===== config.mk =====
export PLATFORM = sky130hd
export DESIGN_NAME = svreal_alu
export DESIGN_NICKNAME = d
export VERILOG_FILES = /design/src/hdl/svreal_pkg.sv /design/src/hdl/svreal_align.sv /design/src/hdl/svreal_arith.sv /design/src/hdl/svreal_compare.sv /design/src/hdl/svreal_int_conv.sv /design/src/hdl/svreal_result_reg.sv /design/src/hdl/svreal_alu.sv
export VERILOG_INCLUDE_DIRS = /design/src /design/src/hdl
export SDC_FILE = /design/constraint.sdc
export NUM_CORES = 2
export LEC_CHECK = 0
export ABC_CLOCK_PERIOD_IN_PS = 25900
export BUFFER_PORTS_ARGS = -buffer_cell sky130_fd_sc_hd__buf_2
export CORE_MARGIN = 1.5
export CORE_UTILIZATION = 65
export CTS_BUF_LIST = sky130_fd_sc_hd__clkbuf_16
export DETAILED_ROUTE_END_ITERATION = 8
export PLACE_DENSITY = 0.87
export SKIP_CTS_REPAIR_TIMING = 1
export SYNTH_ARGS = -nofsm -noshare
export SYNTH_HDL_FRONTEND = slang
export SYNTH_SLANG_ARGS = --single-unit

===== constraint.sdc =====
create_clock -name clk -period 25.9 [get_ports clk]
set_input_delay 5.18 -clock clk [delete_from_list [all_inputs] [get_ports clk]]
set_output_delay 5.18 -clock clk [all_outputs]
set_load 0.02 [all_outputs]

===== src/hdl/svreal_defines.svh =====
`ifndef SVREAL_DEFINES_SVH
`define SVREAL_DEFINES_SVH

// width of the signed significand
`define SVREAL_SIG_WIDTH 18

// width of the signed power-of-two exponent
`define SVREAL_EXP_WIDTH 16

// integer port width, used for both conversions
`define SVREAL_INT_WIDTH 16

`endif


===== src/hdl/svreal_pkg.sv =====
`default_nettype none

`include "svreal_defines.svh"

package svreal_pkg;

    // operations of the unit
    typedef enum logic [3:0] {
        OP_ADD      = 4'd0,
        OP_SUB      = 4'd1,
        OP_MUL      = 4'd2,
        OP_MIN      = 4'd3,
        OP_MAX      = 4'd4,
        OP_GT       = 4'd5,
        OP_GE       = 4'd6,
        OP_LT       = 4'd7,
        OP_LE       = 4'd8,
        OP_EQ       = 4'd9,
        OP_NE       = 4'd10,
        OP_TO_INT   = 4'd11,
        OP_FROM_INT = 4'd12
    } svreal_op_e;

    typedef logic signed [`SVREAL_SIG_WIDTH-1:0] svreal_sig_t;

    typedef logic signed [`SVREAL_EXP_WIDTH-1:0] svreal_exp_t;

    typedef logic signed [`SVREAL_INT_WIDTH-1:0] svreal_int_t;

    // value = sig * 2**exp
    typedef struct packed {
        svreal_sig_t sig;
        svreal_exp_t exp;
    } svreal_t;

endpackage

`default_nettype wire


===== src/hdl/svreal_align.sv =====
`timescale 1ns/1ps
`default_nettype none

`include "svreal_defines.svh"

module svreal_align
    import svreal_pkg::*;
#(
    parameter int IN_WIDTH  = `SVREAL_SIG_WIDTH,
    parameter int OUT_WIDTH = `SVREAL_SIG_WIDTH
) (
    input  wire logic signed [IN_WIDTH-1:0]  sig_i,
    input  wire svreal_exp_t                 exp_i,
    input  wire svreal_exp_t                 exp_o,
    output logic signed [OUT_WIDTH-1:0]      sig_o
);

    // working width covers both sides so nothing is lost before the resize
    localparam int WORK_WIDTH = (IN_WIDTH > OUT_WIDTH) ? IN_WIDTH : OUT_WIDTH;

    // one extra bit so the difference never overflows
    logic signed [`SVREAL_EXP_WIDTH:0] diff;
    logic [`SVREAL_EXP_WIDTH:0]        shamt;
    logic signed [WORK_WIDTH-1:0]      sig_ext;
    logic signed [WORK_WIDTH-1:0]      shifted;

    assign diff    = exp_i - exp_o;
    assign shamt   = diff[`SVREAL_EXP_WIDTH] ? -diff : diff;
    assign sig_ext = sig_i;

    always_comb begin
        if (diff[`SVREAL_EXP_WIDTH]) begin
            // exponent grows, drop low bits toward minus infinity
            shifted = sig_ext >>> shamt;
        end else begin
            // exponent shrinks, top bits wrap off below
            shifted = sig_ext <<< shamt;
        end
    end

    assign sig_o = shifted[OUT_WIDTH-1:0];

endmodule

`default_nettype wire


===== src/hdl/svreal_arith.sv =====
`timescale 1ns/1ps
`default_nettype none

`include "svreal_defines.svh"

module svreal_arith
    import svreal_pkg::*;
(
    input  wire svreal_op_e  op_i,
    input  wire svreal_t     a_i,
    input  wire svreal_t     b_i,
    input  wire svreal_exp_t res_exp_i,
    output svreal_sig_t      sum_o,
    output svreal_sig_t      prod_o
);

    // full product, no bits dropped before alignment
    localparam int PROD_WIDTH = 2 * `SVREAL_SIG_WIDTH;

    svreal_sig_t                   a_al;
    svreal_sig_t                   b_al;
    logic signed [PROD_WIDTH-1:0]  prod;
    svreal_exp_t                   prod_exp;

    // addends brought to the result exponent
    svreal_align #(
        .IN_WIDTH  (`SVREAL_SIG_WIDTH),
        .OUT_WIDTH (`SVREAL_SIG_WIDTH)
    ) align_a (
        .sig_i (a_i.sig),
        .exp_i (a_i.exp),
        .exp_o (res_exp_i),
        .sig_o (a_al)
    );

    svreal_align #(
        .IN_WIDTH  (`SVREAL_SIG_WIDTH),
        .OUT_WIDTH (`SVREAL_SIG_WIDTH)
    ) align_b (
        .sig_i (b_i.sig),
        .exp_i (b_i.exp),
        .exp_o (res_exp_i),
        .sig_o (b_al)
    );

    // wraps on overflow at the significand width
    always_comb begin
        if (op_i == OP_SUB) begin
            sum_o = a_al - b_al;
        end else begin
            sum_o = a_al + b_al;
        end
    end

    assign prod     = a_i.sig * b_i.sig;
    assign prod_exp = a_i.exp + b_i.exp;

    // product narrowed into the result format
    svreal_align #(
        .IN_WIDTH  (PROD_WIDTH),
        .OUT_WIDTH (`SVREAL_SIG_WIDTH)
    ) align_prod (
        .sig_i (prod),
        .exp_i (prod_exp),
        .exp_o (res_exp_i),
        .sig_o (prod_o)
    );

endmodule

`default_nettype wire


===== src/hdl/svreal_compare.sv =====
`timescale 1ns/1ps
`default_nettype none

`include "svreal_defines.svh"

module svreal_compare
    import svreal_pkg::*;
(
    input  wire svreal_op_e  op_i,
    input  wire svreal_t     a_i,
    input  wire svreal_t     b_i,
    input  wire svreal_exp_t res_exp_i,
    output logic             flag_o,
    output svreal_sig_t      minmax_o
);

    svreal_exp_t max_exp;
    svreal_sig_t a_al;
    svreal_sig_t b_al;
    logic        sel_b;
    svreal_t     chosen;

    // common exponent is the larger one
    assign max_exp = (a_i.exp >= b_i.exp) ? a_i.exp : b_i.exp;

    svreal_align #(
        .IN_WIDTH  (`SVREAL_SIG_WIDTH),
        .OUT_WIDTH (`SVREAL_SIG_WIDTH)
    ) align_a (
        .sig_i (a_i.sig),
        .exp_i (a_i.exp),
        .exp_o (max_exp),
        .sig_o (a_al)
    );

    svreal_align #(
        .IN_WIDTH  (`SVREAL_SIG_WIDTH),
        .OUT_WIDTH (`SVREAL_SIG_WIDTH)
    ) align_b (
        .sig_i (b_i.sig),
        .exp_i (b_i.exp),
        .exp_o (max_exp),
        .sig_o (b_al)
    );

    always_comb begin
        case (op_i)
            OP_GT:   flag_o = (a_al > b_al);
            OP_GE:   flag_o = (a_al >= b_al);
            OP_LT:   flag_o = (a_al < b_al);
            OP_LE:   flag_o = (a_al <= b_al);
            OP_EQ:   flag_o = (a_al == b_al);
            OP_NE:   flag_o = (a_al != b_al);
            default: flag_o = 1'b0;
        endcase
    end

    // b wins only on a strict inequality, ties keep a
    assign sel_b  = (op_i == OP_MAX) ? (b_al > a_al) : (b_al < a_al);
    assign chosen = sel_b ? b_i : a_i;

    svreal_align #(
        .IN_WIDTH  (`SVREAL_SIG_WIDTH),
        .OUT_WIDTH (`SVREAL_SIG_WIDTH)
    ) align_chosen (
        .sig_i (chosen.sig),
        .exp_i (chosen.exp),
        .exp_o (res_exp_i),
        .sig_o (minmax_o)
    );

endmodule

`default_nettype wire


===== src/hdl/svreal_int_conv.sv =====
`timescale 1ns/1ps
`default_nettype none

`include "svreal_defines.svh"

module svreal_int_conv
    import svreal_pkg::*;
(
    input  wire svreal_t     a_i,
    input  wire svreal_int_t int_i,
    input  wire svreal_exp_t res_exp_i,
    output svreal_int_t      int_o,
    output svreal_sig_t      from_int_o
);

    // an integer is a value at exponent zero
    localparam svreal_exp_t INT_EXP = '0;

    // to integer, truncated toward minus infinity
    svreal_align #(
        .IN_WIDTH  (`SVREAL_SIG_WIDTH),
        .OUT_WIDTH (`SVREAL_INT_WIDTH)
    ) align_to_int (
        .sig_i (a_i.sig),
        .exp_i (a_i.exp),
        .exp_o (INT_EXP),
        .sig_o (int_o)
    );

    // from integer into the result exponent
    svreal_align #(
        .IN_WIDTH  (`SVREAL_INT_WIDTH),
        .OUT_WIDTH (`SVREAL_SIG_WIDTH)
    ) align_from_int (
        .sig_i (int_i),
        .exp_i (INT_EXP),
        .exp_o (res_exp_i),
        .sig_o (from_int_o)
    );

endmodule

`default_nettype wire


===== src/hdl/svreal_result_reg.sv =====
`timescale 1ns/1ps
`default_nettype none

module svreal_result_reg
    import svreal_pkg::*;
(
    input  wire logic        clk,
    input  wire logic        rst,
    input  wire logic        op_valid_i,
    input  wire svreal_op_e  op_i,
    input  wire svreal_exp_t res_exp_i,
    input  wire svreal_sig_t sum_i,
    input  wire svreal_sig_t prod_i,
    input  wire svreal_sig_t minmax_i,
    input  wire svreal_sig_t from_int_i,
    input  wire logic        flag_i,
    input  wire svreal_int_t int_i,
    output svreal_t          result_o,
    output svreal_int_t      int_o,
    output logic             flag_o,
    output logic             valid_o
);

    svreal_sig_t sig_d;
    logic        flag_d;
    svreal_int_t int_d;

    // unused fields stay zero for the opcode
    always_comb begin
        sig_d  = '0;
        flag_d = 1'b0;
        int_d  = '0;
        case (op_i)
            OP_ADD, OP_SUB: sig_d = sum_i;
            OP_MUL:         sig_d = prod_i;
            OP_MIN, OP_MAX: sig_d = minmax_i;
            OP_GT, OP_GE, OP_LT, OP_LE, OP_EQ, OP_NE: begin
                flag_d = flag_i;
            end
            OP_TO_INT:      int_d = int_i;
            OP_FROM_INT:    sig_d = from_int_i;
            default: begin
                sig_d = '0;
            end
        endcase
    end

    // strobe acts as the clock enable
    always_ff @(posedge clk) begin
        if (rst) begin
            result_o <= '0;
            int_o    <= '0;
            flag_o   <= 1'b0;
            valid_o  <= 1'b0;
        end else begin
            valid_o <= op_valid_i;
            if (op_valid_i) begin
                result_o.sig <= sig_d;
                result_o.exp <= res_exp_i;
                int_o        <= int_d;
                flag_o       <= flag_d;
            end
        end
    end

endmodule

`default_nettype wire


===== src/hdl/svreal_alu.sv =====
`timescale 1ns/1ps
`default_nettype none

module svreal_alu
    import svreal_pkg::*;
(
    input  wire logic        clk,
    input  wire logic        rst,
    input  wire logic        op_valid_i,
    input  wire svreal_op_e  op_i,
    input  wire svreal_t     a_i,
    input  wire svreal_t     b_i,
    input  wire svreal_int_t int_i,
    input  wire svreal_exp_t res_exp_i,
    output svreal_t          result_o,
    output svreal_int_t      int_o,
    output logic             flag_o,
    output logic             valid_o
);

    svreal_sig_t sum;
    svreal_sig_t prod;
    svreal_sig_t minmax;
    svreal_sig_t from_int;
    logic        cmp_flag;
    svreal_int_t to_int;

    svreal_arith arith0 (
        .op_i      (op_i),
        .a_i       (a_i),
        .b_i       (b_i),
        .res_exp_i (res_exp_i),
        .sum_o     (sum),
        .prod_o    (prod)
    );

    svreal_compare compare0 (
        .op_i      (op_i),
        .a_i       (a_i),
        .b_i       (b_i),
        .res_exp_i (res_exp_i),
        .flag_o    (cmp_flag),
        .minmax_o  (minmax)
    );

    svreal_int_conv int_conv0 (
        .a_i        (a_i),
        .int_i      (int_i),
        .res_exp_i  (res_exp_i),
        .int_o      (to_int),
        .from_int_o (from_int)
    );

    // single register stage, one cycle from strobe to valid
    svreal_result_reg result_reg0 (
        .clk        (clk),
        .rst        (rst),
        .op_valid_i (op_valid_i),
        .op_i       (op_i),
        .res_exp_i  (res_exp_i),
        .sum_i      (sum),
        .prod_i     (prod),
        .minmax_i   (minmax),
        .from_int_i (from_int),
        .flag_i     (cmp_flag),
        .int_i      (to_int),
        .result_o   (result_o),
        .int_o      (int_o),
        .flag_o     (flag_o),
        .valid_o    (valid_o)
    );

endmodule

`default_nettype wire


==> flow_summary_export.csv <==
group,metric,value,unit
sta,timing.hold.ws,0.471,ns
floorplan,die_w,258,um
global_routing,grt.total_usage,49.9,%
sta,hold_viol,0,
detailed_routing,dr.first_iter.drc_count,8074,
synthesis,synth-xor-area-share,4.42,%
flow_run,maxCapViolations,0,
critical_path,crit_arrival,21.50,ns
floorplan,io_pins,159,
sta,tightest_slew,1.38,ns
global_routing,grtUsageMet3,14.9,%
floorplan,rows,93,
clocking,tritoncts,"yes",
detailed_routing,routedWlPerCell,25.8,um
synthesis,synthCells,5995,
detailed_routing,wl,173,mm
critical_path,required,26.06,ns
critical_path,r2r_setup_slack,24.06,ns
detailed_routing,viasPerCell,7.28,
critical_path,r2r-end,"result_reg0.result_o[16]",
layout,multi_input_comb_area,0.0382,mm2
critical_path,r2r-start,"result_reg0.result_o[16]",
clocking,clock_latency,0.30,ns
sta,finClkSkew,0,ns
sta,fin_crit,21.34,ns
placement,port_buffers,158,
layout,syn_to_final_growth,3.78,%
detailed_routing,dr.pass1.iters,9,
critical_path,crit_path_end_kind,"flip-flop",
global_routing,grt_pass1_wl,263,mm
critical_path,max_stage_delay,1.03,ns
global_routing,use_met2,73.2,%
detailed_routing,drc_errors,0,
synthesis,synth.net_count,6689,
worst_hold_path,hold_class,"reg -> reg",
critical_path,cp_max_fo,38,
synthesis,async_flop_share,0,%
worst_hold_path,hold_end,"result_reg0.int_o[14]",
sta,rsz0062_at_grt,"false",
clocking,cts_made_buffers,5,
synthesis,ys_warn_count,0,
synthesis,synth-main-ff-cell,"dfxtp_1",
global_routing,antenna_found_initial,9,
sta,finalMaxSlewViolations,0,
synthesis,yosys_register_bits,52,
floorplan,dieArea,0.0665,mm2
synthesis,synth_edf_count,0,
global_routing,grt_pass1_vias,46100,
detailed_routing,vias,49000,
synthesis,synth.distinct_cells,107,
floorplan,start_util,65.6,%
sta,final-setup-viol-count,0,
critical_path,crit_top_cell,"ha_1",
sta,fmax,46.9,MHz
run_status,status,"finished, final reports clean",
floorplan,core_area,0.0643,mm2
sta,slew-limit-headroom,6.85,%
global_routing,grt-busiest-layer,"met2",
synthesis,synth.yosys.seq_area_share,2.46,%
clocking,h-tree-depth,2,
layout,seqCellArea,0.00104,mm2
sta,tns,0,ns
clocking,clkTransAtPathRegs,0.08,ns
layout,post-route-util,68.1,%
synthesis,synth-simple-area-share,24.5,%
clocking,clock_sinks,52,
worst_hold_path,hold_start,"result_reg0.int_o[14]",
synthesis,synth_compound_area_share,26.4,%
synthesis,syn_area,0.0422,mm2
critical_path,worstSetupPathType,"in -> reg",
clocking,cts_buffer_depth,2,
layout,drive_gt1_share,8.41,%
sta,min_period_over_period,82.4,%
synthesis,synth.area.mux_share,11.2,%
placement,place.gp.congestion,1.11,
critical_path,critPathSlowestCell,"a31oi_1",
critical_path,cp-start-kind,"input port",
global_routing,grt_max_degree,60,
clocking,root_buffer,"clkbuf_16",
global_routing,grt_overflow,0,
layout,fin_nets,6553,
synthesis,synth-adder-area-share,23.4,%
synthesis,avgSynthCellArea,7.04,um2
detailed_routing,ant_nets,0,
placement,hpwl,131,mm
synthesis,synth_top_family_by_area,"compound AO/OA/AOI/OAI gates",
global_routing,met1_usage,63.7,%
worst_hold_path,holdPathStages,2,
critical_path,reg2regPathDepth,6,
floorplan,die_h,258,um
layout,fillers,5374,
critical path, delay by kind of cell:
family / cells / cell delay [ns]
compound gates: 25 / 6.17
xor+xnor: 1 / 0.56
fa+ha+maj: 6 / 1.95
buf+inv: 5 / 1.73
mux: 1 / 0.91
simple gates: 15 / 4.91
cells in the final DEF, fill, tap and decap left out, drive strengths merged, types with 91 or more instances in the layout:
cell type,count
nand2,726
and2,162
buf,275
nor3,154
nand3,131
nor2,616
fa,335
a31oi,102
inv,432
a21oi,387
mux2i,295
ha,252
o21ai,412
xnor2,140
nand2b,91
o211ai,91
state kept, by name (all words and copies together) (netlist names):
register,count
result_reg0.int_o,16
result_reg0.valid_o,1
result_reg0.flag_o,1
result_reg0.result_o,34
cells by family (layout without fill, tap and decap cells):
| group | count (synthesis) | count (layout) |
|---|---|---|
| adders and majority gates | 590 | 590 |
| other | 0 | 11 |
| DFF | 52 | 52 |
| xor gates and xnor gates | 213 | 213 |
| and+or+nand+nor | 2202 | 2202 |
| muxes | 394 | 394 |
| buffers and inverters | 851 | 716 |
| AOI/OAI and AO/OA | 1693 | 1693 |
synth_stat cells (all sizes together), types with 38 or more instances:
cell type	count	area share (%)
nand2	726	6.5
nor2	616	5.5
inv	431	3.8
o21ai	412	4.9
a21oi	387	4.6
clkbuf	355	3.2
fa	335	16
mux2i	295	7.0
ha	252	7.5
and2	162	2.4
nor3	154	1.8
xnor2	140	2.9
nand3	131	1.6
a31oi	102	1.5
nand2b	91	1.3
o211ai	91	1.6
a211oi	81	1.5
xor2	73	1.5
a21o	65	1.2
buf	63	0.70
or3	62	0.92
mux4	58	3.1
o31ai	55	0.98
o21a	53	0.94
dfxtp	52	2.5
nor2b	46	0.68
nand4	43	0.64
mux2	41	1.1
o22ai	38	0.56
how the worst max path moves through the flow:
stage	cells after the start	to	slack [ns]	from
finish	53	result_reg0.result_o[23]	4.56	a_i[0]
global route	53	result_reg0.result_o[23]	3.53	a_i[0]
CTS	53	result_reg0.result_o[23]	5.07	a_i[0]
detailed placement	53	result_reg0.result_o[23]	4.79	a_i[0]
global placement	53	result_reg0.result_o[23]	5.02	a_i[0]
floorplan	66	result_reg0.result_o[31]	5.89	a_i[0]
cell type report:
type / instances / share of cell area [%]
antenna: 11 / 0.0628
multi-input combinational: 5092 / 87.2
sequential: 52 / 2.38
tap: 855 / 2.44
clock buffer: 5 / 0.285
timing repair buffer: 275 / 3.81
clock inverter: 3 / 0.106
inverter: 433 / 3.71
stage by stage:
stage / setup WS (ns) / area (um2) / instances
floorplan: 5.89 / 42200 / 5995
global placement: 5.02 / 43600 / 6707
detailed placement: 4.79 / 43600 / 6707
CTS: 5.07 / 43800 / 6715
global route: 3.53 / 43800 / 6715
finish: 4.56 / 43800 / 6726
per-layer routing:
layer | up-vias | share of wire [%]
li1 | 21100 | -
met1 | 22600 | 36
met3 | 993 | 15
met4 | 8 | 7.9
met2 | 4173 | 41
met5 | - | 0.030
Power is left out: the tool's default activity adds up to more than one toggle a clock period on the data nets, which glitch-free logic cannot reach.
